### config.mk
export PLATFORM = sky130hd
export DESIGN_NAME = clint_timer_flat
export DESIGN_NICKNAME = d
export VERILOG_FILES = /design/src/rtl/soc_pkg.sv /design/src/rtl/axi_pkg.sv /design/src/rtl/axi_if.sv /design/src/rtl/clint_timer.sv /design/src/flat_wrapper.sv
export SDC_FILE = /design/constraint.sdc
export NUM_CORES = 1
export LEC_CHECK = 0
export BUFFER_PORTS_ARGS = -buffer_cell sky130_fd_sc_hd__buf_2
export CAP_MARGIN = 20
export CORE_MARGIN = 2
export CORE_UTILIZATION = 59
export CTS_CLUSTER_SIZE = 24
export DETAILED_ROUTE_END_ITERATION = 8
export PLACE_DENSITY = 0.81
export SLEW_MARGIN = 5
export SYNTH_ARGS = -nofsm -noshare
export SYNTH_HDL_FRONTEND = slang
export SYNTH_SLANG_ARGS = --single-unit
### constraint.sdc
create_clock -name clk -period 4.28 [get_ports clk]
set_clock_uncertainty 0.1 [all_clocks]
set_input_delay 0.214 -clock clk [delete_from_list [all_inputs] [get_ports clk]]
set_output_delay 0.214 -clock clk [all_outputs]
set_load 0.01 [all_outputs]
### src/rtl/soc_pkg.sv
package soc_pkg;

    // address map
    localparam logic [31:0] CLINT_BASE = 32'h0200_0000;
    localparam int          CLINT_SPAN = 16;           // bytes
    localparam logic [31:0] SRAM_BASE  = 32'h8000_0000;
    localparam int          SRAM_WORDS = 1024;

    // clint register offsets
    localparam logic [3:0] MTIME_LO    = 4'h0;
    localparam logic [3:0] MTIME_HI    = 4'h4;
    localparam logic [3:0] MTIMECMP_LO = 4'h8;
    localparam logic [3:0] MTIMECMP_HI = 4'hc;

    localparam int MTIME_DIV = 4;  // clk cycles per mtime tick

    typedef enum logic [1:0] {
        st_idle,
        st_ifu,
        st_lsu
    } arb_state_e;

    typedef enum logic {
        tgt_sram,
        tgt_clint
    } target_e;

endpackage

### src/rtl/axi_pkg.sv
package axi_pkg;

    localparam int ADDR_W = 32;
    localparam int DATA_W = 32;
    localparam int ID_W   = 4;
    localparam int LEN_W  = 8;
    localparam int STRB_W = 4;

    typedef enum logic [1:0] {
        resp_okay   = 2'b00,
        resp_slverr = 2'b10
    } resp_e;

    // phase of the transaction a slave is serving
    typedef enum logic [1:0] {
        xfer_idle,
        xfer_read,
        xfer_wdata,  // aw taken, waiting for w
        xfer_wresp   // b pending
    } xfer_e;

    // byte merge under a write strobe
    function automatic logic [DATA_W-1:0] strb_merge(input logic [DATA_W-1:0] old,
                                                     input logic [DATA_W-1:0] data,
                                                     input logic [STRB_W-1:0] strb);
        logic [DATA_W-1:0] res;
        res = old;
        for (int b = 0; b < STRB_W; b++) begin
            if (strb[b]) res[8*b +: 8] = data[8*b +: 8];
        end
        return res;
    endfunction

endpackage
### src/rtl/axi_if.sv
`timescale 1ns/1ns

interface axi_if import axi_pkg::*; ();

    // read address / data
    logic              arvalid;
    logic              arready;
    logic [ADDR_W-1:0] araddr;
    logic [ID_W-1:0]   arid;
    logic [LEN_W-1:0]  arlen;
    logic              rvalid;
    logic              rready;
    logic [DATA_W-1:0] rdata;
    resp_e             rresp;
    logic              rlast;
    logic [ID_W-1:0]   rid;

    // write address / data / response, single beat
    logic              awvalid;
    logic              awready;
    logic [ADDR_W-1:0] awaddr;
    logic [ID_W-1:0]   awid;
    logic              wvalid;
    logic              wready;
    logic [DATA_W-1:0] wdata;
    logic [STRB_W-1:0] wstrb;
    logic              bvalid;
    logic              bready;
    resp_e             bresp;
    logic [ID_W-1:0]   bid;

    modport master (
        output arvalid, araddr, arid, arlen, rready,
        output awvalid, awaddr, awid, wvalid, wdata, wstrb, bready,
        input  arready, rvalid, rdata, rresp, rlast, rid,
        input  awready, wready, bvalid, bresp, bid
    );

    modport slave (
        input  arvalid, araddr, arid, arlen, rready,
        input  awvalid, awaddr, awid, wvalid, wdata, wstrb, bready,
        output arready, rvalid, rdata, rresp, rlast, rid,
        output awready, wready, bvalid, bresp, bid
    );

    modport read_master (
        output arvalid, araddr, arid, arlen, rready,
        input  arready, rvalid, rdata, rresp, rlast, rid
    );

    modport read_slave (
        input  arvalid, araddr, arid, arlen, rready,
        output arready, rvalid, rdata, rresp, rlast, rid
    );

endinterface

### src/rtl/clint_timer.sv
`timescale 1ns/1ns

module clint_timer import axi_pkg::*, soc_pkg::*; (
    input  logic clk,
    input  logic rst,
    axi_if.slave bus,
    output logic mtip
);

    xfer_e                          mode;
    logic [$clog2(MTIME_DIV)-1:0]   div_cnt;
    logic                           tick;
    logic [63:0]                    mtime, mtimecmp;
    logic [DATA_W-1:0]              regs [4];
    logic [1:0]                     idx;       // register index that wraps in the window
    logic [3:0]                     off;
    logic [LEN_W-1:0]               beats_left;
    logic [ID_W-1:0]                id;
    logic [DATA_W-1:0]              rdata_q;
    logic                           ar_fire, aw_fire, r_fire, w_fire;

    assign ar_fire = bus.arvalid && bus.arready;
    assign aw_fire = bus.awvalid && bus.awready;
    assign r_fire  = bus.rvalid && bus.rready;
    assign w_fire  = bus.wvalid && bus.wready;
    assign off     = {idx, 2'b00};
    assign tick    = (div_cnt == MTIME_DIV - 1);

    always_comb begin
        regs[MTIME_LO[3:2]]    = mtime[31:0];
        regs[MTIME_HI[3:2]]    = mtime[63:32];
        regs[MTIMECMP_LO[3:2]] = mtimecmp[31:0];
        regs[MTIMECMP_HI[3:2]] = mtimecmp[63:32];
    end

    // ####################################################################
    // timer and bus phase
    // ####################################################################

    always_ff @(posedge clk or posedge rst) begin
        if (rst) begin
            mode     <= xfer_idle;
            div_cnt  <= '0;
            mtime    <= '0;
            mtimecmp <= '1;
            mtip     <= 1'b0;
        end else begin
            div_cnt <= tick ? '0 : div_cnt + 1'b1;
            if (tick) mtime <= mtime + 64'd1;
            if (w_fire) begin  // a bus write beats the tick
                case (off)
                    MTIME_LO:    mtime[31:0]     <= strb_merge(mtime[31:0], bus.wdata, bus.wstrb);
                    MTIME_HI:    mtime[63:32]    <= strb_merge(mtime[63:32], bus.wdata, bus.wstrb);
                    MTIMECMP_LO: mtimecmp[31:0]  <= strb_merge(mtimecmp[31:0], bus.wdata,
                                                               bus.wstrb);
                    default:     mtimecmp[63:32] <= strb_merge(mtimecmp[63:32], bus.wdata,
                                                               bus.wstrb);
                endcase
            end
            mtip <= (mtime >= mtimecmp);
            case (mode)
                xfer_idle: begin
                    if (ar_fire) begin
                        mode <= xfer_read;
                    end else if (aw_fire) begin
                        mode <= xfer_wdata;
                    end
                end
                xfer_read:  if (r_fire && bus.rlast) mode <= xfer_idle;
                xfer_wdata: if (w_fire) mode <= xfer_wresp;
                default:    if (bus.bready) mode <= xfer_idle;
            endcase
        end
    end

    // read data is captured per beat so a stalled beat does not move with mtime
    always_ff @(posedge clk) begin
        if (ar_fire) begin
            idx        <= bus.araddr[3:2];
            beats_left <= bus.arlen;
            id         <= bus.arid;
            rdata_q    <= regs[bus.araddr[3:2]];
        end else if (aw_fire) begin
            idx <= bus.awaddr[3:2];
            id  <= bus.awid;
        end else if (r_fire) begin
            idx        <= idx + 2'd1;
            beats_left <= beats_left - 1'b1;
            rdata_q    <= regs[idx + 2'd1];
        end
    end

    assign bus.arready = (mode == xfer_idle);
    assign bus.awready = (mode == xfer_idle) && !bus.arvalid;
    assign bus.rvalid  = (mode == xfer_read);
    assign bus.rdata   = rdata_q;
    assign bus.rresp   = resp_okay;
    assign bus.rlast   = (beats_left == '0);
    assign bus.rid     = id;
    assign bus.wready  = (mode == xfer_wdata);
    assign bus.bvalid  = (mode == xfer_wresp);
    assign bus.bresp   = resp_okay;
    assign bus.bid     = id;

    a_r_hold: assert property (@(posedge clk) disable iff (rst)
        bus.rvalid && !bus.rready |=> bus.rvalid && $stable(bus.rdata));

endmodule

### src/flat_wrapper.sv
// flat-port wrapper written by rule: the top's interface ports become plain ports
module clint_timer_flat import axi_pkg::*, soc_pkg::*;
  (clk, rst, mtip, bus_arvalid, bus_araddr, bus_arid, bus_arlen, bus_rready, bus_awvalid, bus_awaddr, bus_awid, bus_wvalid, bus_wdata, bus_wstrb, bus_bready, bus_arready, bus_rvalid, bus_rdata, bus_rresp, bus_rlast, bus_rid, bus_awready, bus_wready, bus_bvalid, bus_bresp, bus_bid);
  axi_if bus_i ();
  input  logic clk;
  input  logic rst;
  output logic mtip;
  input wire logic [$bits(bus_i.arvalid)-1:0] bus_arvalid;
  input wire logic [$bits(bus_i.araddr)-1:0] bus_araddr;
  input wire logic [$bits(bus_i.arid)-1:0] bus_arid;
  input wire logic [$bits(bus_i.arlen)-1:0] bus_arlen;
  input wire logic [$bits(bus_i.rready)-1:0] bus_rready;
  input wire logic [$bits(bus_i.awvalid)-1:0] bus_awvalid;
  input wire logic [$bits(bus_i.awaddr)-1:0] bus_awaddr;
  input wire logic [$bits(bus_i.awid)-1:0] bus_awid;
  input wire logic [$bits(bus_i.wvalid)-1:0] bus_wvalid;
  input wire logic [$bits(bus_i.wdata)-1:0] bus_wdata;
  input wire logic [$bits(bus_i.wstrb)-1:0] bus_wstrb;
  input wire logic [$bits(bus_i.bready)-1:0] bus_bready;
  output wire logic [$bits(bus_i.arready)-1:0] bus_arready;
  output wire logic [$bits(bus_i.rvalid)-1:0] bus_rvalid;
  output wire logic [$bits(bus_i.rdata)-1:0] bus_rdata;
  output wire logic [$bits(bus_i.rresp)-1:0] bus_rresp;
  output wire logic [$bits(bus_i.rlast)-1:0] bus_rlast;
  output wire logic [$bits(bus_i.rid)-1:0] bus_rid;
  output wire logic [$bits(bus_i.awready)-1:0] bus_awready;
  output wire logic [$bits(bus_i.wready)-1:0] bus_wready;
  output wire logic [$bits(bus_i.bvalid)-1:0] bus_bvalid;
  output wire logic [$bits(bus_i.bresp)-1:0] bus_bresp;
  output wire logic [$bits(bus_i.bid)-1:0] bus_bid;
  assign bus_i.arvalid = bus_arvalid;
  assign bus_i.araddr = bus_araddr;
  assign bus_i.arid = bus_arid;
  assign bus_i.arlen = bus_arlen;
  assign bus_i.rready = bus_rready;
  assign bus_i.awvalid = bus_awvalid;
  assign bus_i.awaddr = bus_awaddr;
  assign bus_i.awid = bus_awid;
  assign bus_i.wvalid = bus_wvalid;
  assign bus_i.wdata = bus_wdata;
  assign bus_i.wstrb = bus_wstrb;
  assign bus_i.bready = bus_bready;
  assign bus_arready = bus_i.arready;
  assign bus_rvalid = bus_i.rvalid;
  assign bus_rdata = bus_i.rdata;
  assign bus_rresp = bus_i.rresp;
  assign bus_rlast = bus_i.rlast;
  assign bus_rid = bus_i.rid;
  assign bus_awready = bus_i.awready;
  assign bus_wready = bus_i.wready;
  assign bus_bvalid = bus_i.bvalid;
  assign bus_bresp = bus_i.bresp;
  assign bus_bid = bus_i.bid;
  clint_timer u_core (.clk(clk), .rst(rst), .bus(bus_i), .mtip(mtip));
endmodule
-- Word-level counts from Yosys, hierarchy flattened
Cells that the tools add are included.
- register bits: 179
- input bits: 123
- output and inout bits: 51
- word-level logic and storage cells: 108
- add/subtract/negate cells: 4
- order comparisons: 3
- eq/ne operators: 18
- muxes and demuxes: 32
- bitwise logic cells: 3
- reductions and logical operators: 25
- operators by type and width (cell ; number):
    $mux 32 ; 9
    $bmux 32 s2 ; 2
    $mux 64 ; 2
    $add 64x1->64 const B ; 1
    $ge 64x64->1 ; 1
    $mux 8 ; 7
    $ne 3x3->1 const B ; 9
    $reduce_and 3->1 ; 8
    $mux 2 ; 9
    $eq 2x2->1 const B ; 4
    $logic_not 8->1 ; 1
    $mux 4 ; 2
    $sub 8x1->8 const B ; 1
    $ge 3x3->1 const B ; 2
    $logic_and 1x1->1 ; 6
    $not 2->3 ; 2
    $pmux 2 s3 ; 1
    $add 2x1->2 const B ; 2
    $eq 2x1->1 const B ; 2
    $logic_not 4->1 ; 1
    $ne 2x2->1 const B ; 2
    $reduce_and 4->1 ; 1
    $reduce_bool 2->1 ; 2
    $reduce_bool 4->1 ; 1
    7 further kinds ; 7

-- Longest topological paths before layout
Gate-level depths: netlist of the first run.
- word-level depth: 8
- gate-level depth with buffers: 11
- mapped depth without buffers: 8

-- Worst setup path before layout of the first run
OpenSTA, ideal clock, no wires.
- kind: register to register
- from: register u_core.mode[0]
- to: register u_core.idx[0] (enable)
- setup time: 301 ps
- data arrival time: 2799 ps
- required time: 3879 ps
- path slack: 1080 ps
- stages on the path, launching flop included: 5
- path buffers: 1
- period minus slack after synthesis: 3200 ps
- cell sequence: dfrtp_1 clkbuf_1 mux2i_1 nor2_1 or2_2
- longest elaborated chain between the ends: 4
- elaborated cells between the ends (all ways): 7
- classes of those cells: eq/ne: 1; reduce/logical: 6
- RTL lines (what ; line ; source):
    start: declaration ; clint_timer.sv:10 ; xfer_e mode;
    start signal: assignment ; clint_timer.sv:42 ; mode <= xfer_idle;
    start signal: assignment ; clint_timer.sv:64 ; mode <= xfer_read;
    start signal: assignment ; clint_timer.sv:66 ; mode <= xfer_wdata;
    $logic_not 2->1 ; clint_timer.sv:93, clint_timer.sv:94 ;
    $logic_and 1x1->1 ; clint_timer.sv:94 ; assign bus.awready = (mode == xfer_idle) && !bus.arvalid;
    $logic_and 1x1->1 ; clint_timer.sv:23 ; assign aw_fire = bus.awvalid && bus.awready;
    $reduce_bool 3->1 (no source line) (*) ; -- ;
    end signal: assignment ; clint_timer.sv:79 ; idx <= bus.araddr[3:2];
    end signal: assignment ; clint_timer.sv:84 ; idx <= bus.awaddr[3:2];
    end signal: assignment ; clint_timer.sv:87 ; idx <= idx + 2'd1;
    end: declaration ; clint_timer.sv:15 ; logic [1:0] idx;
Every way passes the cells marked *; elsewhere a longest branch is shown, timed or not.
A chain may end at the register's enable or synchronous reset.

-- Worst setup path in the final report of the first run
- from: register u_core.mtimecmp[63]
- to: register u_core.mtip
- longest elaborated chain between the ends: 1
- RTL lines (what ; line ; source):
    start: declaration ; clint_timer.sv:13 ; logic [63:0] mtime, mtimecmp;
    start signal: assignment ; clint_timer.sv:56 ; default: mtimecmp[63:32] <= strb_merge(mtimecmp[63:32], bus.wdata,
    $ge 64x64->1 ; clint_timer.sv:60 ; mtip <= (mtime >= mtimecmp);
    end signal: assignment ; clint_timer.sv:60 ;
    end: declaration ; clint_timer.sv:7 ; output logic mtip
No other way between the ends.

==> results of run 1 <==
==> worst reg2reg max path, cell delays in order (launching register included) <==
cell,delay (ns)
dfstp_2,0.55
inv_1,0.05
ha_1,0.30
a21oi_1,0.64
o211ai_1,0.34
or4_1,0.69
a211oi_1,0.25
o21ai_1,0.13
==> synthesized netlist by cell type (35+ instances only) <==
cell / n / area, um2
mux2_2: 100 / 1130
nor2_1: 83 / 312
nand2_1: 82 / 308
inv_1: 80 / 300
ha_1: 72 / 901
dfrtp_1: 69 / 1730
dfstp_2: 64 / 1680
mux4_2: 64 / 1440
a21oi_1: 51 / 255
nand3_1: 50 / 250
edfxtp_1: 46 / 1380
nor3_1: 36 / 180
o21ai_0: 35 / 175
==> sequential cells by signal, indices dropped and copies added, names as in the netlist <==
signal             flops
u_core.bus.bid         4
u_core.div_cnt         2
u_core.mtip            1
u_core.bus.rdata      32
u_core.mtime          64
u_core.mode            2
u_core.idx             2
u_core.mtimecmp       64
u_core.beats_left      8
==> worst max-delay path by stage <==
stage                     slack [ns]  cells after the start                             from                     endpoint
after global placement          1.36                      7  u_core.mtimecmp[63]$_DFFE_PP1P_        u_core.mtip$_DFF_PP0_
final                           1.10                      7  u_core.mtimecmp[63]$_DFFE_PP1P_        u_core.mtip$_DFF_PP0_
after global routing            1.09                      7  u_core.mtimecmp[63]$_DFFE_PP1P_        u_core.mtip$_DFF_PP0_
after CTS                       1.25                      7  u_core.mtimecmp[63]$_DFFE_PP1P_        u_core.mtip$_DFF_PP0_
after detailed placement        1.32                      7  u_core.mtimecmp[63]$_DFFE_PP1P_        u_core.mtip$_DFF_PP0_
after floorplan                 0.52                      1                              rst  u_core.div_cnt[0]$_DFF_PP0_
==> cell usage in the layout (no fill, tap or decap), types with 22 or more instances in the layout <==
cell type	instances
inv_1	79
nor3_1	36
buf_2	109
ha_1	72
edfxtp_1	46
nand3_1	50
dfrtp_1	69
nand4_1	22
mux4_2	64
nand2_1	82
o21ai_0	35
nor2_1	82
dfstp_2	64
dlygate4sd3_1	48
a21oi_1	51
mux2_2	100
==> cell type report <==
cell class / instances / area, um2
Tap cell: 270 / 338
Multi-Input combinational cell: 806 / 6770
Clock buffer: 21 / 480
Inverter: 80 / 303
Fill cell: 1483 / 6190
Timing Repair Buffer: 170 / 1150
Sequential cell: 179 / 4790
Clock inverter: 11 / 150
Antenna cell: 1 / 2.50
==> layer usage <==
layer	vias up	track usage, %	share of wire, %	wire (um)
met3	130	6.30	8.6	2930
met2	551	50.3	47	15900
met4	0	14.6	4.4	1500
li1	4505	-	-	-
met5	-	0	0	0
met1	5034	43.8	40	13500
==> through the flow <==
stage	setup WS [ns]	cells	power, mW
3_3_place_gp	1.36	1455	6.82
5_1_grt	1.09	1537	9.38
6_report	1.10	1538	8.84
2_1_floorplan	0.518	1123	5.92
4_1_cts	1.25	1535	8.75
3_5_place_dp	1.32	1455	7.01
==> power breakdown <==
part | internal (mW) | leakage, nW | switching (mW)
combinational | 1.93 | 3.32 | 1.79
sequential | 2.65 | 1.93 | 0.798
clock | 0.985 | 0.313 | 0.697
total | 5.56 | 5.56 | 3.28
==> what timing repair did <==
action	CTS	global route
resized for setup	0	0
hold buffers	48	0
endpoints found under the hold margin	109	0
==> kinds of logic (layout without fill, tap and decap cells) <==
family	Yosys count	in the layout	share of synthesized area (%)
other cells	1	5	0.0310
mux	168	168	21.6
buf+inv	138	282	4.66
compound gates	195	195	10.8
flops	179	179	39.6
simple gates	361	361	15.5
fa+ha+maj	72	72	7.45
xor+xnor	6	6	0.434
==> flow_summary.yaml, run 1 <==
finish:
  finalNetCount: 1449
  layout-drive-gt1-share_pct: 32.5
  syn_to_final_growth_pct: 15.5
  finish.utilization_pct: 69.3
  final_area_um2: 14000
cts:
  cts_buffers: 17
  post_cts_buffers: 0
  clock_latency_ns: 0.44
  cts_tree: "built"
  htreeDepth: 4
  cts_sinks: 179
  clkTransAtPathRegs_ns: 0.07
  clk_path_buf_depth: 2
  cts_root_buffer: "clkbuf_16"
setup_path:
  crit_chain: "inv_1, ha_1, a21oi_1, o211ai_1, or4_1, a211oi_1, o21ai_1"
  criticalPathCategory: "reg -> reg"
  rrSetupSlack_ns: 1.10
  cp_slowest_cell: "or4_1"
  reg2reg_from: "u_core.mtimecmp[63]$_DFFE_PP1P_"
  startpoint_type: "register"
  cp.required_ns: 4.48
  crit_fanout: 4
  crit_buf_inv: 1
  crit-reg2reg-capture: "u_core.mtip$_DFF_PP0_"
  critPathTopFamily: "compound AO/OA/AOI/OAI gates"
  endpoint_kind: "register"
  reg2reg_depth: 7
  max_stage_delay_ns: 0.68
  cp.arrival_ns: 3.38
floorplan:
  core-area_um2: 20200
  die_w_um: 147
  die_area_um2: 21700
  die_y_um: 147
  start_util_pct: 60.0
  ioPinCount: 174
  num_rows: 52
min_path:
  hp-start: "bus_wdata[11]"
  holdPathEnd: "u_core.mtimecmp[43]$_DFFE_PP1P_"
  min_path_type: "in -> reg"
  worstHoldPathCells: 2
timing:
  fmax_ghz: 0.315
  setup_viol: 0
  min_period_over_period_pct: 74.3
  hold_viol: 0
  rsz0062_at_grt: "no"
  finalCriticalPeriod_ns: 3.18
  drv_slew: 0
  hold_ws_ns: 0.00211
  slew_headroom_pct: 32.6
  tightestPinTransition_ns: 1.01
  fin_tns_setup_ns: 0
synthesis:
  ys_types: 71
  synthArstFlopShare_pct: 74.3
  synth-seq-area-share_pct: 39.6
  ys_ff_latch: 179
  ys.flop_type: "dfrtp_1"
  synthCells: 1120
  synth_edf_count: 46
  synth_area_um2: 12100
  synth.avg_cell_area_um2: 10.8
  ys.warnings.count: 0
grt:
  grt.overflow.total: 0
  gr-usage-all-layers_pct: 32.1
  grt_max_degree: 75
  antenna_found_initial: 0
  grt_pass1_vias: 10300
  grt_pass1_wl_mm: 54.7
routing:
  drc: 0
  routed_wl_mm: 33.9
  wire_per_inst_um: 22.0
  dr.pass1.iters: 6
  vias: 10200
  drt_iter0_drc: 1348
  ant_nets: 0
  viasPerCell: 6.64
placed_design:
  hpwl_mm: 23.0
  gp_congestion: 0.978
  io_buffers: 109
  placed_area_um2: 12800
flow_run:
  cap_violations: 0
outcome:
  status: "finished clean"
pwr:
  power_density_nw_per_um2: 633
  irDropWorstVdd_uv: 355
  power_leakage_nw: 5.56
Note: power is estimated with default switching activity, not from simulation.
==> run 2, diff against run 1 <==
==> constraint.sdc (replaced) <==
create_clock -name clk -period 3.1 [get_ports clk]
set_clock_uncertainty 0.1 [all_clocks]
set_input_delay 0.155 -clock clk [delete_from_list [all_inputs] [get_ports clk]]
set_output_delay 0.155 -clock clk [all_outputs]
set_load 0.01 [all_outputs]
==> flow_summary.yaml, run 2 (synthesis results as in run 1) <==
pwr:
  irDropWorstVdd_uv: 513
  power_switching_mw: 4.63
  swShare_pct: 37.4
  p_int_mw: 7.75
  power_density_nw_per_um2: 871
  power_leakage_nw: 5.66
  clkPwrFrac_pct: 18.7
  pwr-share-comb_pct: 43.0
  seq_power_share_pct: 38.3
finish:
  syn_to_final_growth_pct: 17.4
  final_common_cell: "buf_2"
  regArea_um2: 4790
  layout-drive-gt1-share_pct: 32.9
  multi_input_area_um2: 6770
  finish.utilization_pct: 70.4
  fin_cells: 1561
  finalNetCount: 1472
  nFillCells: 1480
  layout_common_cells: "buf_2 (109), mux2_2 (100), nand2_1 (82), nor2_1 (82), inv_1 (79)"
placed_design:
  hpwl_mm: 24.1
  gp_congestion: 0.955
  io_buffers: 109
  dp_cells: 1470
  pre_cts_ws_ns: 0.430
cts:
  clock_latency_ns: 0.43
  htreeDepth: 4
  cts_tree: "built"
  cts_root_buffer: "clkbuf_16"
  cts_sinks: 179
  cts_repair_resize_count: 0
  cts_buffers: 17
  clkTransAtPathRegs_ns: 0.07
  clk_path_buf_depth: 2
  post_cts_buffers: 0
floorplan:
  start_util_pct: 60.0
  num_rows: 52
  die_area_um2: 21700
  die_y_um: 147
  core-area_um2: 20200
  ioPinCount: 174
  die_w_um: 147
timing:
  hold_ws_ns: 0.0203
  rsz0062_at_grt: "no"
  finalCriticalPeriod_ns: 2.78
  drv_slew: 0
  fin_tns_setup_ns: 0
  setup_ws_ns: 0.318
  slew_headroom_pct: 49.8
  min_period_over_period_pct: 89.7
  hold_viol: 0
  fmax_ghz: 0.359
  setup_viol: 0
  tightestPinTransition_ns: 0.753
routing:
  vias: 10400
  dr.pass1.iters: 6
  routed_wl_mm: 34.7
  drc: 0
  ant_nets: 0
  viasPerCell: 6.63
  wire_per_inst_um: 22.2
  drt_iter0_drc: 1342
setup_path:
  rrSetupSlack_ns: 0.32
  crit_fanout: 8
  setup.worst_path.start: "u_core.div_cnt[0]$_DFF_PP0_"
  critPathTopFamily: "simple AND/OR/NAND/NOR gates"
  startpoint_type: "register"
  cp.arrival_ns: 2.99
  cp.required_ns: 3.31
  crit_buf_inv: 0
  cp_slowest_cell: "nor4_4"
  endpoint_kind: "register"
  criticalPathCategory: "reg -> reg"
  max_stage_delay_ns: 0.52
  reg2reg_from: "u_core.div_cnt[0]$_DFF_PP0_"
  cpMostUsedCell: "nor4_4"
  crit_chain: "ha_1, nand2_2, nor4_4, nand3_2, nor4_4, a21oi_1, a211o_1"
grt:
  met3_usage_pct: 5.40
  antenna_found_initial: 1
  grt_use_met2_pct: 52.7
  gr-usage-all-layers_pct: 32.5
  grt_pass1_vias: 10200
  grt_max_degree: 75
  top_usage_layer: "met2"
  grt_pass1_wl_mm: 54.9
  use_met1_pct: 43.2
  grt.overflow.total: 0
flow_run:
  cap_violations: 0
outcome:
  status: "finished clean"
min_path:
  hp-start: "bus_wstrb[0]"
  min_path_type: "in -> reg"
[run 2: worst paths after layout]
path | end | cells after the start
max in group asynchronous | u_core.mtimecmp[46]$_DFFE_PP1P_ | 4
worst max-delay path | u_core.mtime[56]$_DFFE_PP0P_ | 7
worst max register to register | u_core.mtime[56]$_DFFE_PP0P_ | 7
worst min-delay path | u_core.mtime[4]$_DFFE_PP0P_ | 3
worst min register to register | u_core.div_cnt[0]$_DFF_PP0_ | 1
min in group asynchronous | u_core.mode[0]$_DFFE_PP0P_ | 3
[run 2: what timing repair did]
item	4_1_cts	5_1_grt
hold buffers	58	0
hold endpoints to repair	138	0
endpoints found under the setup margin	0	0
[run 2: tightest hold or removal path: cells and delay by family]
family / cells / cell delay [ns]
AND/OR/NAND/NOR: 1 / 0.10
AO/OA/AOI/OAI: 1 / 0.08
buffers and inverters: 1 / 0.17
[run 2: per-stage QoR]
stage | power [mW] | area [um2]
after floorplan | 8.17 | 12100
after global placement | 9.48 | 13000
after detailed placement | 9.78 | 13000
after CTS | 12.2 | 14200
after global routing | 13.1 | 14200
final | 12.4 | 14200
[run 2: power groups by stage]
stage	Sequential, mW	Clock [mW]	Combinational [mW]
5_1_grt	4.84	2.43	5.82
2_1_floorplan	4.44	0	3.73
3_3_place_gp	4.62	0	4.87
3_5_place_dp	4.70	0	5.08
4_1_cts	4.67	2.33	5.25
6_report	4.74	2.31	5.32
[run 2: per-layer routing]
metal,share of wire [%],vias up
met4,4.5,0
met3,8.2,145
li1,-,4550
met1,39,5071
met5,0,-
met2,48,589
[run 2: cell type report]
cell class,count,area share (%)
Antenna cell,1,0.0176
Clock buffer,22,3.42
Clock inverter,10,1.01
Inverter,80,2.14
Multi-Input combinational cell,806,47.6
Sequential cell,179,33.7
Tap cell,270,2.38
Timing Repair Buffer,193,9.66
