**config.mk**
```make
export PLATFORM = sky130hd
export DESIGN_NAME = bus_arbiter_flat
export DESIGN_NICKNAME = d
export VERILOG_FILES = /design/src/rtl/soc_pkg.sv /design/src/rtl/axi_pkg.sv /design/src/rtl/axi_if.sv /design/src/rtl/bus_arbiter.sv /design/src/flat_wrapper.sv
export SDC_FILE = /design/constraint.sdc
export NUM_CORES = 1
export LEC_CHECK = 0
export ABC_AREA = 1
export BUFFER_PORTS_ARGS = -buffer_cell sky130_fd_sc_hd__buf_2
export CAP_MARGIN = 20
export CORE_AREA = 4 4 229 231
export CTS_CLUSTER_SIZE = 28
export DETAILED_ROUTE_END_ITERATION = 10
export DIE_AREA = 0 0 233 235
export PLACE_DENSITY_LB_ADDON = 0.05
export SETUP_SLACK_MARGIN = 0.3
export SYNTH_ARGS = -nofsm -noshare
export SYNTH_HDL_FRONTEND = slang
export SYNTH_SLANG_ARGS = --single-unit
```
**constraint.sdc**
```tcl
create_clock -name clk -period 2.2 [get_ports clk]
set_input_delay 0.22 -clock clk [delete_from_list [all_inputs] [get_ports clk]]
set_output_delay 0.22 -clock clk [all_outputs]
set_load 0.02 [all_outputs]
```
**src/rtl/soc_pkg.sv**
```systemverilog
package soc_pkg;

    // address map
    localparam logic [31:0] CLINT_BASE = 32'h0200_0000;
    localparam int          CLINT_SPAN = 16;           // bytes
    localparam logic [31:0] SRAM_BASE  = 32'h8000_0000;
    localparam int          SRAM_WORDS = 1024;

    // clint register offsets
    localparam logic [3:0] MTIME_LO    = 4'h0;
    localparam logic [3:0] MTIME_HI    = 4'h4;
    localparam logic [3:0] MTIMECMP_LO = 4'h8;
    localparam logic [3:0] MTIMECMP_HI = 4'hc;

    localparam int MTIME_DIV = 4;  // clk cycles per mtime tick

    typedef enum logic [1:0] {
        st_idle,
        st_ifu,
        st_lsu
    } arb_state_e;

    typedef enum logic {
        tgt_sram,
        tgt_clint
    } target_e;

endpackage

```
**src/rtl/axi_pkg.sv**
```systemverilog
package axi_pkg;

    localparam int ADDR_W = 32;
    localparam int DATA_W = 32;
    localparam int ID_W   = 4;
    localparam int LEN_W  = 8;
    localparam int STRB_W = 4;

    typedef enum logic [1:0] {
        resp_okay   = 2'b00,
        resp_slverr = 2'b10
    } resp_e;

    // phase of the transaction a slave is serving
    typedef enum logic [1:0] {
        xfer_idle,
        xfer_read,
        xfer_wdata,  // aw taken, waiting for w
        xfer_wresp   // b pending
    } xfer_e;

    // byte merge under a write strobe
    function automatic logic [DATA_W-1:0] strb_merge(input logic [DATA_W-1:0] old,
                                                     input logic [DATA_W-1:0] data,
                                                     input logic [STRB_W-1:0] strb);
        logic [DATA_W-1:0] res;
        res = old;
        for (int b = 0; b < STRB_W; b++) begin
            if (strb[b]) res[8*b +: 8] = data[8*b +: 8];
        end
        return res;
    endfunction

endpackage
```
**src/rtl/axi_if.sv**
```systemverilog
`timescale 1ns/1ns

interface axi_if import axi_pkg::*; ();

    // read address / data
    logic              arvalid;
    logic              arready;
    logic [ADDR_W-1:0] araddr;
    logic [ID_W-1:0]   arid;
    logic [LEN_W-1:0]  arlen;
    logic              rvalid;
    logic              rready;
    logic [DATA_W-1:0] rdata;
    resp_e             rresp;
    logic              rlast;
    logic [ID_W-1:0]   rid;

    // write address / data / response, single beat
    logic              awvalid;
    logic              awready;
    logic [ADDR_W-1:0] awaddr;
    logic [ID_W-1:0]   awid;
    logic              wvalid;
    logic              wready;
    logic [DATA_W-1:0] wdata;
    logic [STRB_W-1:0] wstrb;
    logic              bvalid;
    logic              bready;
    resp_e             bresp;
    logic [ID_W-1:0]   bid;

    modport master (
        output arvalid, araddr, arid, arlen, rready,
        output awvalid, awaddr, awid, wvalid, wdata, wstrb, bready,
        input  arready, rvalid, rdata, rresp, rlast, rid,
        input  awready, wready, bvalid, bresp, bid
    );

    modport slave (
        input  arvalid, araddr, arid, arlen, rready,
        input  awvalid, awaddr, awid, wvalid, wdata, wstrb, bready,
        output arready, rvalid, rdata, rresp, rlast, rid,
        output awready, wready, bvalid, bresp, bid
    );

    modport read_master (
        output arvalid, araddr, arid, arlen, rready,
        input  arready, rvalid, rdata, rresp, rlast, rid
    );

    modport read_slave (
        input  arvalid, araddr, arid, arlen, rready,
        output arready, rvalid, rdata, rresp, rlast, rid
    );

endinterface

```
**src/rtl/bus_arbiter.sv**
```systemverilog
`timescale 1ns/1ns

module bus_arbiter import axi_pkg::*, soc_pkg::*; (
    input  logic  clk,
    input  logic  rst,
    axi_if.read_slave ifu,
    axi_if.slave      lsu,
    axi_if.master     sram,
    axi_if.master     clint
);

    arb_state_e        state;
    target_e           target;
    logic              g_ifu, g_lsu, to_clint;
    logic [ADDR_W-1:0] req_addr;
    logic              r_done, b_done;

    // request side of the granted master
    logic              m_arvalid, m_rready;
    logic [ADDR_W-1:0] m_araddr;
    logic [ID_W-1:0]   m_arid;
    logic [LEN_W-1:0]  m_arlen;

    // response side of the chosen slave
    logic              s_arready, s_rvalid, s_rlast, s_awready, s_wready, s_bvalid;
    logic [DATA_W-1:0] s_rdata;
    resp_e             s_rresp, s_bresp;
    logic [ID_W-1:0]   s_rid, s_bid;

    function automatic target_e pick_target(input logic [ADDR_W-1:0] a);
        return (a >= CLINT_BASE && a < CLINT_BASE + CLINT_SPAN) ? tgt_clint : tgt_sram;
    endfunction

    // ####################################################################
    // grant fsm with lsu priority
    // ####################################################################

    assign req_addr = lsu.arvalid ? lsu.araddr : (lsu.awvalid ? lsu.awaddr : ifu.araddr);
    assign r_done   = s_rvalid && m_rready && s_rlast;
    assign b_done   = s_bvalid && lsu.bready && g_lsu;

    always_ff @(posedge clk or posedge rst) begin
        if (rst) begin
            state  <= st_idle;
            target <= tgt_sram;
        end else begin
            case (state)
                st_idle: begin
                    if (lsu.arvalid || lsu.awvalid) begin
                        state <= st_lsu;
                    end else if (ifu.arvalid) begin
                        state <= st_ifu;
                    end
                    target <= pick_target(req_addr);  // only kept once granted
                end
                default: begin
                    if (r_done || b_done) state <= st_idle;
                end
            endcase
        end
    end

    assign g_ifu    = (state == st_ifu);
    assign g_lsu    = (state == st_lsu);
    assign to_clint = (target == tgt_clint);

    // ####################################################################
    // channel mux
    // ####################################################################

    assign m_arvalid = g_lsu ? lsu.arvalid : (g_ifu & ifu.arvalid);
    assign m_araddr  = g_lsu ? lsu.araddr  : ifu.araddr;
    assign m_arid    = g_lsu ? lsu.arid    : ifu.arid;
    assign m_arlen   = g_lsu ? lsu.arlen   : ifu.arlen;
    assign m_rready  = g_lsu ? lsu.rready  : (g_ifu & ifu.rready);

    assign sram.arvalid  = m_arvalid & ~to_clint;
    assign sram.araddr   = m_araddr;
    assign sram.arid     = m_arid;
    assign sram.arlen    = m_arlen;
    assign sram.rready   = m_rready & ~to_clint;
    assign sram.awvalid  = g_lsu & lsu.awvalid & ~to_clint;
    assign sram.awaddr   = lsu.awaddr;
    assign sram.awid     = lsu.awid;
    assign sram.wvalid   = g_lsu & lsu.wvalid & ~to_clint;
    assign sram.wdata    = lsu.wdata;
    assign sram.wstrb    = lsu.wstrb;
    assign sram.bready   = g_lsu & lsu.bready & ~to_clint;

    assign clint.arvalid = m_arvalid & to_clint;
    assign clint.araddr  = m_araddr;
    assign clint.arid    = m_arid;
    assign clint.arlen   = m_arlen;
    assign clint.rready  = m_rready & to_clint;
    assign clint.awvalid = g_lsu & lsu.awvalid & to_clint;
    assign clint.awaddr  = lsu.awaddr;
    assign clint.awid    = lsu.awid;
    assign clint.wvalid  = g_lsu & lsu.wvalid & to_clint;
    assign clint.wdata   = lsu.wdata;
    assign clint.wstrb   = lsu.wstrb;
    assign clint.bready  = g_lsu & lsu.bready & to_clint;

    assign s_arready = to_clint ? clint.arready : sram.arready;
    assign s_rvalid  = to_clint ? clint.rvalid  : sram.rvalid;
    assign s_rdata   = to_clint ? clint.rdata   : sram.rdata;
    assign s_rresp   = to_clint ? clint.rresp   : sram.rresp;
    assign s_rlast   = to_clint ? clint.rlast   : sram.rlast;
    assign s_rid     = to_clint ? clint.rid     : sram.rid;
    assign s_awready = to_clint ? clint.awready : sram.awready;
    assign s_wready  = to_clint ? clint.wready  : sram.wready;
    assign s_bvalid  = to_clint ? clint.bvalid  : sram.bvalid;
    assign s_bresp   = to_clint ? clint.bresp   : sram.bresp;
    assign s_bid     = to_clint ? clint.bid     : sram.bid;

    assign ifu.arready = g_ifu & s_arready;
    assign ifu.rvalid  = g_ifu & s_rvalid;
    assign ifu.rdata   = g_ifu ? s_rdata : '0;
    assign ifu.rresp   = g_ifu ? s_rresp : resp_okay;
    assign ifu.rlast   = g_ifu & s_rlast;
    assign ifu.rid     = g_ifu ? s_rid : '0;

    assign lsu.arready = g_lsu & s_arready;
    assign lsu.rvalid  = g_lsu & s_rvalid;
    assign lsu.rdata   = g_lsu ? s_rdata : '0;
    assign lsu.rresp   = g_lsu ? s_rresp : resp_okay;
    assign lsu.rlast   = g_lsu & s_rlast;
    assign lsu.rid     = g_lsu ? s_rid : '0;
    assign lsu.awready = g_lsu & s_awready;
    assign lsu.wready  = g_lsu & s_wready;
    assign lsu.bvalid  = g_lsu & s_bvalid;
    assign lsu.bresp   = g_lsu ? s_bresp : resp_okay;
    assign lsu.bid     = g_lsu ? s_bid : '0;

    // routing is fixed for the whole grant
    a_target_held: assert property (@(posedge clk) disable iff (rst)
        state != st_idle |=> $stable(target));

    a_one_slave: assert property (@(posedge clk) disable iff (rst)
        !((sram.arvalid || sram.awvalid || sram.wvalid) &&
          (clint.arvalid || clint.awvalid || clint.wvalid)));

endmodule

```
**src/flat_wrapper.sv**
```systemverilog
// flat-port wrapper written by rule: the top's interface ports become plain ports
module bus_arbiter_flat import axi_pkg::*, soc_pkg::*;
  (clk, rst, ifu_arvalid, ifu_araddr, ifu_arid, ifu_arlen, ifu_rready, ifu_arready, ifu_rvalid, ifu_rdata, ifu_rresp, ifu_rlast, ifu_rid, lsu_arvalid, lsu_araddr, lsu_arid, lsu_arlen, lsu_rready, lsu_awvalid, lsu_awaddr, lsu_awid, lsu_wvalid, lsu_wdata, lsu_wstrb, lsu_bready, lsu_arready, lsu_rvalid, lsu_rdata, lsu_rresp, lsu_rlast, lsu_rid, lsu_awready, lsu_wready, lsu_bvalid, lsu_bresp, lsu_bid, sram_arvalid, sram_araddr, sram_arid, sram_arlen, sram_rready, sram_awvalid, sram_awaddr, sram_awid, sram_wvalid, sram_wdata, sram_wstrb, sram_bready, sram_arready, sram_rvalid, sram_rdata, sram_rresp, sram_rlast, sram_rid, sram_awready, sram_wready, sram_bvalid, sram_bresp, sram_bid, clint_arvalid, clint_araddr, clint_arid, clint_arlen, clint_rready, clint_awvalid, clint_awaddr, clint_awid, clint_wvalid, clint_wdata, clint_wstrb, clint_bready, clint_arready, clint_rvalid, clint_rdata, clint_rresp, clint_rlast, clint_rid, clint_awready, clint_wready, clint_bvalid, clint_bresp, clint_bid);
  axi_if ifu_i ();
  axi_if lsu_i ();
  axi_if sram_i ();
  axi_if clint_i ();
  input  logic clk;
  input  logic rst;
  input wire logic [$bits(ifu_i.arvalid)-1:0] ifu_arvalid;
  input wire logic [$bits(ifu_i.araddr)-1:0] ifu_araddr;
  input wire logic [$bits(ifu_i.arid)-1:0] ifu_arid;
  input wire logic [$bits(ifu_i.arlen)-1:0] ifu_arlen;
  input wire logic [$bits(ifu_i.rready)-1:0] ifu_rready;
  output wire logic [$bits(ifu_i.arready)-1:0] ifu_arready;
  output wire logic [$bits(ifu_i.rvalid)-1:0] ifu_rvalid;
  output wire logic [$bits(ifu_i.rdata)-1:0] ifu_rdata;
  output wire logic [$bits(ifu_i.rresp)-1:0] ifu_rresp;
  output wire logic [$bits(ifu_i.rlast)-1:0] ifu_rlast;
  output wire logic [$bits(ifu_i.rid)-1:0] ifu_rid;
  input wire logic [$bits(lsu_i.arvalid)-1:0] lsu_arvalid;
  input wire logic [$bits(lsu_i.araddr)-1:0] lsu_araddr;
  input wire logic [$bits(lsu_i.arid)-1:0] lsu_arid;
  input wire logic [$bits(lsu_i.arlen)-1:0] lsu_arlen;
  input wire logic [$bits(lsu_i.rready)-1:0] lsu_rready;
  input wire logic [$bits(lsu_i.awvalid)-1:0] lsu_awvalid;
  input wire logic [$bits(lsu_i.awaddr)-1:0] lsu_awaddr;
  input wire logic [$bits(lsu_i.awid)-1:0] lsu_awid;
  input wire logic [$bits(lsu_i.wvalid)-1:0] lsu_wvalid;
  input wire logic [$bits(lsu_i.wdata)-1:0] lsu_wdata;
  input wire logic [$bits(lsu_i.wstrb)-1:0] lsu_wstrb;
  input wire logic [$bits(lsu_i.bready)-1:0] lsu_bready;
  output wire logic [$bits(lsu_i.arready)-1:0] lsu_arready;
  output wire logic [$bits(lsu_i.rvalid)-1:0] lsu_rvalid;
  output wire logic [$bits(lsu_i.rdata)-1:0] lsu_rdata;
  output wire logic [$bits(lsu_i.rresp)-1:0] lsu_rresp;
  output wire logic [$bits(lsu_i.rlast)-1:0] lsu_rlast;
  output wire logic [$bits(lsu_i.rid)-1:0] lsu_rid;
  output wire logic [$bits(lsu_i.awready)-1:0] lsu_awready;
  output wire logic [$bits(lsu_i.wready)-1:0] lsu_wready;
  output wire logic [$bits(lsu_i.bvalid)-1:0] lsu_bvalid;
  output wire logic [$bits(lsu_i.bresp)-1:0] lsu_bresp;
  output wire logic [$bits(lsu_i.bid)-1:0] lsu_bid;
  output wire logic [$bits(sram_i.arvalid)-1:0] sram_arvalid;
  output wire logic [$bits(sram_i.araddr)-1:0] sram_araddr;
  output wire logic [$bits(sram_i.arid)-1:0] sram_arid;
  output wire logic [$bits(sram_i.arlen)-1:0] sram_arlen;
  output wire logic [$bits(sram_i.rready)-1:0] sram_rready;
  output wire logic [$bits(sram_i.awvalid)-1:0] sram_awvalid;
  output wire logic [$bits(sram_i.awaddr)-1:0] sram_awaddr;
  output wire logic [$bits(sram_i.awid)-1:0] sram_awid;
  output wire logic [$bits(sram_i.wvalid)-1:0] sram_wvalid;
  output wire logic [$bits(sram_i.wdata)-1:0] sram_wdata;
  output wire logic [$bits(sram_i.wstrb)-1:0] sram_wstrb;
  output wire logic [$bits(sram_i.bready)-1:0] sram_bready;
  input wire logic [$bits(sram_i.arready)-1:0] sram_arready;
  input wire logic [$bits(sram_i.rvalid)-1:0] sram_rvalid;
  input wire logic [$bits(sram_i.rdata)-1:0] sram_rdata;
  input wire logic [$bits(sram_i.rresp)-1:0] sram_rresp;
  input wire logic [$bits(sram_i.rlast)-1:0] sram_rlast;
  input wire logic [$bits(sram_i.rid)-1:0] sram_rid;
  input wire logic [$bits(sram_i.awready)-1:0] sram_awready;
  input wire logic [$bits(sram_i.wready)-1:0] sram_wready;
  input wire logic [$bits(sram_i.bvalid)-1:0] sram_bvalid;
  input wire logic [$bits(sram_i.bresp)-1:0] sram_bresp;
  input wire logic [$bits(sram_i.bid)-1:0] sram_bid;
  output wire logic [$bits(clint_i.arvalid)-1:0] clint_arvalid;
  output wire logic [$bits(clint_i.araddr)-1:0] clint_araddr;
  output wire logic [$bits(clint_i.arid)-1:0] clint_arid;
  output wire logic [$bits(clint_i.arlen)-1:0] clint_arlen;
  output wire logic [$bits(clint_i.rready)-1:0] clint_rready;
  output wire logic [$bits(clint_i.awvalid)-1:0] clint_awvalid;
  output wire logic [$bits(clint_i.awaddr)-1:0] clint_awaddr;
  output wire logic [$bits(clint_i.awid)-1:0] clint_awid;
  output wire logic [$bits(clint_i.wvalid)-1:0] clint_wvalid;
  output wire logic [$bits(clint_i.wdata)-1:0] clint_wdata;
  output wire logic [$bits(clint_i.wstrb)-1:0] clint_wstrb;
  output wire logic [$bits(clint_i.bready)-1:0] clint_bready;
  input wire logic [$bits(clint_i.arready)-1:0] clint_arready;
  input wire logic [$bits(clint_i.rvalid)-1:0] clint_rvalid;
  input wire logic [$bits(clint_i.rdata)-1:0] clint_rdata;
  input wire logic [$bits(clint_i.rresp)-1:0] clint_rresp;
  input wire logic [$bits(clint_i.rlast)-1:0] clint_rlast;
  input wire logic [$bits(clint_i.rid)-1:0] clint_rid;
  input wire logic [$bits(clint_i.awready)-1:0] clint_awready;
  input wire logic [$bits(clint_i.wready)-1:0] clint_wready;
  input wire logic [$bits(clint_i.bvalid)-1:0] clint_bvalid;
  input wire logic [$bits(clint_i.bresp)-1:0] clint_bresp;
  input wire logic [$bits(clint_i.bid)-1:0] clint_bid;
  assign ifu_i.arvalid = ifu_arvalid;
  assign ifu_i.araddr = ifu_araddr;
  assign ifu_i.arid = ifu_arid;
  assign ifu_i.arlen = ifu_arlen;
  assign ifu_i.rready = ifu_rready;
  assign ifu_arready = ifu_i.arready;
  assign ifu_rvalid = ifu_i.rvalid;
  assign ifu_rdata = ifu_i.rdata;
  assign ifu_rresp = ifu_i.rresp;
  assign ifu_rlast = ifu_i.rlast;
  assign ifu_rid = ifu_i.rid;
  assign lsu_i.arvalid = lsu_arvalid;
  assign lsu_i.araddr = lsu_araddr;
  assign lsu_i.arid = lsu_arid;
  assign lsu_i.arlen = lsu_arlen;
  assign lsu_i.rready = lsu_rready;
  assign lsu_i.awvalid = lsu_awvalid;
  assign lsu_i.awaddr = lsu_awaddr;
  assign lsu_i.awid = lsu_awid;
  assign lsu_i.wvalid = lsu_wvalid;
  assign lsu_i.wdata = lsu_wdata;
  assign lsu_i.wstrb = lsu_wstrb;
  assign lsu_i.bready = lsu_bready;
  assign lsu_arready = lsu_i.arready;
  assign lsu_rvalid = lsu_i.rvalid;
  assign lsu_rdata = lsu_i.rdata;
  assign lsu_rresp = lsu_i.rresp;
  assign lsu_rlast = lsu_i.rlast;
  assign lsu_rid = lsu_i.rid;
  assign lsu_awready = lsu_i.awready;
  assign lsu_wready = lsu_i.wready;
  assign lsu_bvalid = lsu_i.bvalid;
  assign lsu_bresp = lsu_i.bresp;
  assign lsu_bid = lsu_i.bid;
  assign sram_arvalid = sram_i.arvalid;
  assign sram_araddr = sram_i.araddr;
  assign sram_arid = sram_i.arid;
  assign sram_arlen = sram_i.arlen;
  assign sram_rready = sram_i.rready;
  assign sram_awvalid = sram_i.awvalid;
  assign sram_awaddr = sram_i.awaddr;
  assign sram_awid = sram_i.awid;
  assign sram_wvalid = sram_i.wvalid;
  assign sram_wdata = sram_i.wdata;
  assign sram_wstrb = sram_i.wstrb;
  assign sram_bready = sram_i.bready;
  assign sram_i.arready = sram_arready;
  assign sram_i.rvalid = sram_rvalid;
  assign sram_i.rdata = sram_rdata;
  assign sram_i.rresp = sram_rresp;
  assign sram_i.rlast = sram_rlast;
  assign sram_i.rid = sram_rid;
  assign sram_i.awready = sram_awready;
  assign sram_i.wready = sram_wready;
  assign sram_i.bvalid = sram_bvalid;
  assign sram_i.bresp = sram_bresp;
  assign sram_i.bid = sram_bid;
  assign clint_arvalid = clint_i.arvalid;
  assign clint_araddr = clint_i.araddr;
  assign clint_arid = clint_i.arid;
  assign clint_arlen = clint_i.arlen;
  assign clint_rready = clint_i.rready;
  assign clint_awvalid = clint_i.awvalid;
  assign clint_awaddr = clint_i.awaddr;
  assign clint_awid = clint_i.awid;
  assign clint_wvalid = clint_i.wvalid;
  assign clint_wdata = clint_i.wdata;
  assign clint_wstrb = clint_i.wstrb;
  assign clint_bready = clint_i.bready;
  assign clint_i.arready = clint_arready;
  assign clint_i.rvalid = clint_rvalid;
  assign clint_i.rdata = clint_rdata;
  assign clint_i.rresp = clint_rresp;
  assign clint_i.rlast = clint_rlast;
  assign clint_i.rid = clint_rid;
  assign clint_i.awready = clint_awready;
  assign clint_i.wready = clint_wready;
  assign clint_i.bvalid = clint_bvalid;
  assign clint_i.bresp = clint_bresp;
  assign clint_i.bid = clint_bid;
  bus_arbiter u_core (.clk(clk), .rst(rst), .ifu(ifu_i), .lsu(lsu_i), .sram(sram_i), .clint(clint_i));
endmodule
```
Word level (Yosys, flattened, before mapping)

Index checks and enable logic that the tools add are counted.

Bits in registers: 3
Output and inout bits: 333
Bits of input ports: 269

Reduce and logical (&&, ||, !) cells: 10
Magnitude comparators: 2
Equal/unequal tests: 3
Bitwise operators: 25
Mux-type cells: 31

Operators by type and width:

| operator               | number |
|---|---|
| $mux W32               | 6 |
| $ge A32 B26 Y1 const B | 1 |
| $lt A32 B26 Y1 const B | 1 |
| $and A1 B1 Y1          | 24 |
| $mux W4                | 6 |
| $mux W2                | 9 |
| $mux W1                | 9 |
| $mux W8                | 1 |
| $logic_and A1 B1 Y1    | 5 |
| $ne A3 B2 Y1 const B   | 1 |
| $eq A2 B1 Y1 const B   | 1 |
| $eq A2 B2 Y1 const B   | 1 |
| $logic_not A2 Y1       | 1 |
| $logic_or A1 B1 Y1     | 2 |
| $reduce_and A2 Y1      | 1 |
| $reduce_bool A2 Y1     | 1 |
| $not A1 Y1             | 1 |

Depth between registers and ports, before layout

Word-level depth: 8
Depth in mapped cells: 10
Depth with buffers taken out: 10

Least setup slack after synthesis

OpenSTA, ideal clock, no wires.

Kind: register to output
From: register u_core.state[0]
To: output port sram_araddr[12]
Slack: 0.293 ns
Stages on the path, launching flop included: 7
Path buffers: 3
Arrival time: 1.687 ns
Cell sequence: dfrtp_1 > inv_1 > nand2_2 > buf_2 > buf_2 > o21ai_0 > buf_4

Cells in the longest elaborated chain, start to end: 2

RTL lines:

| element                  | line               | source |
|---|---|---|
| start: declaration       | bus_arbiter.sv:12  | `arb_state_e state;` |
| start signal: assignment | bus_arbiter.sv:44  | `state <= st_idle;` |
| start signal: assignment | bus_arbiter.sv:50  | `state <= st_lsu;` |
| start signal: assignment | bus_arbiter.sv:52  | `state <= st_ifu;` |
| $eq A2 B2 Y1             | bus_arbiter.sv:64  | `assign g_lsu = (state == st_lsu);` |
| $mux W32                 | bus_arbiter.sv:72  | `assign m_araddr = g_lsu ? lsu.araddr : ifu.araddr;` |
| end: declaration         | flat_wrapper.sv:45 | `output wire logic [$bits(sram_i.araddr)-1:0] sram_araddr;` |

Every way passes these cells.

Worst setup path in the final report

From: register u_core.state[1]
To: output port clint_araddr[31]

Cells in the longest elaborated chain, start to end: 2

RTL lines:

| element          | line               | source |
|---|---|---|
| $eq A2 B2 Y1     | bus_arbiter.sv:64  |  |
| $mux W32         | bus_arbiter.sv:72  |  |
| end: declaration | flat_wrapper.sv:68 | `output wire logic [$bits(clint_i.araddr)-1:0] clint_araddr;` |

Every way passes these cells.

==> flow_metrics.env <==
export IMPL_dpl_cell_count=1523
export IMPL_antenna_found_initial=5
export IMPL_die_w_um=233
export IMPL_synth_xor_area_share_pct=0
export IMPL_cts_sinks=3
export IMPL_routed_wirelength_mm=23.5
export IMPL_critPathArrivalTime_ns=1.62
export IMPL_worstSetupPathType="flop to output port"
export IMPL_reg2reg_from="u_core.target"
export IMPL_antenna_left=0
export IMPL_hpwl_mm=20.9
export IMPL_final_util_pct=11.1
export IMPL_drc=0
export IMPL_synth_area_mux_share_pct=20.3
export IMPL_path_max_fanout=37
export IMPL_r2r_setup_slack_ns=0.69
export IMPL_cp_startpoint="u_core.state[1]"
export IMPL_dieArea_um2=54800
export IMPL_rr_worst_depth=11
export IMPL_setup_violations=0
export IMPL_synth_adder_area_share_pct=0
export IMPL_power_density_nw_per_um2=901
export IMPL_outcome="finished clean"
export IMPL_synth_area_um2=3530
export IMPL_initial_core_util_pct=7.05
export IMPL_tightest_slew_ns=0.390
export IMPL_fin_cells=1534
export IMPL_die_y_um=235
export IMPL_grt_max_degree=42
export IMPL_drv_slew=0
export IMPL_p_sw_share_pct=62.1
export IMPL_fmax_ghz=0.542
export IMPL_final_nets=1129
export IMPL_power_share_sequential_pct=1.8
export IMPL_clk_path_buf_depth=2
export IMPL_overflow=0
export IMPL_drive_gt1_share_pct=61.8
export IMPL_drt_iter0_drc=90
export IMPL_netlist_cell_type_count=20
export IMPL_worst_slew_margin_rel_pct=73.9
export IMPL_synth_compound_area_share_pct=4.15
export IMPL_yosysWarnings=0
export IMPL_comb_power_share_pct=92.4
export IMPL_crit_required_ns=1.98
export IMPL_synth_top_family_by_area="buffers and inverters"
export IMPL_htree_levels=1
export IMPL_globalplace_congestion=0.679
export IMPL_cts_root_buffer_cell="clkbuf_16"
export IMPL_num_vias=4448
export IMPL_clockPowerShare_pct=5.8
export IMPL_synthSimpleGateAreaFrac_pct=25.9
export IMPL_numCtsBuffers=3
export IMPL_insertion_delay_ns=0.22
export IMPL_synth_nets=847
export IMPL_fin_setup_tns_ns=0
export IMPL_internal_power_mw=1.90
export IMPL_postSynthCellCount=578
export IMPL_ir_drop_mv=0.264
export IMPL_nFillCells=6008
export IMPL_fin_crit_sh_pct=83.8
export IMPL_viasPerCell=2.90
export IMPL_worst_clock_skew_ns=0.00166
export IMPL_grt_usage_pct=7.77
export IMPL_pin_count=602
export IMPL_clk_pin_slew_worst_paths_ns=0.03
export IMPL_yosysSeqAreaShare_pct=2.13
export IMPL_area_growth_pct=57.3
export IMPL_maxCapViolCount=0
export IMPL_first_pass_iters=4
export IMPL_rows=82
export IMPL_hold_violations=0
export IMPL_coreArea_um2=50100
export IMPL_avgSynthCellArea_um2=6.10
export IMPL_layout_min_cycle_time_ns=1.84
export IMPL_first_global_vias=4714
export IMPL_rr_endpoint="u_core.state[1]"
export IMPL_leakage_nw=3.04
export IMPL_end_kind="output port"
export IMPL_place_port_buffers=469
export IMPL_crit_path_end="clint_araddr[31]"
export IMPL_synth_ff_latch_count=3
export IMPL_hold_class="primary input to flop"
export IMPL_startpoint_type="flop"
export IMPL_rsz0062_at_grt="yes"
export IMPL_tritoncts="done"
export IMPL_grt_pass1_wl_mm=31.8
export IMPL_power_switching_mw=3.11
export IMPL_post_drt_wl_per_cell_um=15.3
-- flip-flops by register name, indices dropped and copies added, names as in the netlist --
name	flops
u_core.target	1
u_core.state	2
-- how the worst min path moves through the flow --
stage	startpoint	to	slack, ns	depth (start not counted)
after floorplan	rst	u_core.state[0]	-0.03	1
after global placement	rst	u_core.state[0]	0.11	2
after detailed placement	rst	u_core.state[1]	0.10	2
after CTS	ifu_arvalid	u_core.state[0]	0.27	3
after global routing	ifu_arvalid	u_core.state[0]	0.30	3
final	ifu_arvalid	u_core.state[0]	0.26	3
-- cell families (layout without fill, tap and decap cells) --
| group | Yosys count | in the layout |
|---|---|---|
| flops | 3 | 3 |
| mux | 68 | 68 |
| buf+inv | 248 | 529 |
| simple gates | 230 | 230 |
| other cells | 0 | 3 |
| compound gates | 29 | 29 |
-- worst max-delay path: stages (launching register included) --
cell	delay, ns
dfrtp_1	0.43
nand2_4	0.17
buf_12	0.21
mux2_2	0.38
buf_2	0.18
-- layer usage --
layer,up-vias,GRT usage (%),share of wire [%]
li1,2193,-,-
met1,1920,7.21,32
met2,297,16.3,56
met3,34,2.59,10
met4,4,1.16,1.7
met5,-,0,0.11
-- power groups by stage --
| stage | Sequential, mW | Clock (mW) | Combinational, mW |
|---|---|---|---|
| floorplan | 0.0850 | 0 | 3.41 |
| global placement | 0.0934 | 0 | 4.69 |
| detailed placement | 0.0913 | 0 | 4.58 |
| CTS | 0.0908 | 0.293 | 4.79 |
| global route | 0.0934 | 0.301 | 5.01 |
| finish | 0.0914 | 0.290 | 4.62 |
-- placed cells by master, fill, tap and decap left out --
cell	n
buf_2	467
nor2_1	131
nand2_1	67
mux2i_1	36
inv_1	32
mux2_2	29
nand3_1	18
o21ai_0	14
buf_4	13
a21oi_1	11
nor3_1	7
nand3b_1	4
diode_2	3
mux2i_2	3
clkbuf_16	3
buf_12	3
inv_2	2
o21ai_1	2
buf_6	2
dfrtp_1	2
nand4_1	1
nand2_4	1
clkinvlp_4	1
clkinv_1	1
a21oi_2	1
o22ai_2	1
nor2_4	1
clkbuf_1	1
bufbuf_16	1
dlygate4sd3_1	1
clkbuf_4	1
buf_16	1
dfrtp_4	1
-- synthesized netlist by cell type, drive strengths merged --
master | instances | share of area [%]
nor3 | 7 | 0.99
o21ai | 16 | 2.3
nand4 | 1 | 0.18
nand3 | 18 | 2.6
o22ai | 1 | 0.18
nand3b | 4 | 0.85
clkinv | 1 | 0.11
buf | 209 | 43
a21oi | 12 | 1.7
nor2 | 132 | 14
nand2 | 68 | 7.3
mux2i | 39 | 11
inv | 35 | 3.7
clkbuf | 3 | 0.32
dfrtp | 3 | 2.1
mux2 | 29 | 9.3
-- stage by stage --
stage	instance area, µm²	worst slack, ns	hold slack (ns)	power, mW
after floorplan	3530	0.293	-0.0264	3.50
after global placement	5330	0.373	0.110	4.78
after detailed placement	5330	0.364	0.104	4.67
after CTS	5510	0.295	0.269	5.17
after global routing	5550	0.261	0.296	5.40
final	5550	0.356	0.262	5.00
-- timing repair --
item | CTS | global route
buffers inserted | 2 | 0
hold buffers | 1 | 0
setup endpoints to repair | 59 | 87
cloned | 1 | 0
hold endpoints to repair | 3 | 0
pin swaps | 1 | 0
resized for setup | 6 | 12
-- cell type report --
cell class / count / area, µm² / share of cell area (%)
diodes: 3 / 7.51 / 0.135
clock buffers: 4 / 78.8 / 1.42
inverters: 36 / 139 / 2.50
multi-input cells: 327 / 1810 / 32.6
flip-flops and latches: 3 / 78.8 / 1.42
well taps: 672 / 841 / 15.1
repair buffers: 489 / 2590 / 46.7
Note: power is estimated with default switching activity, not from simulation.
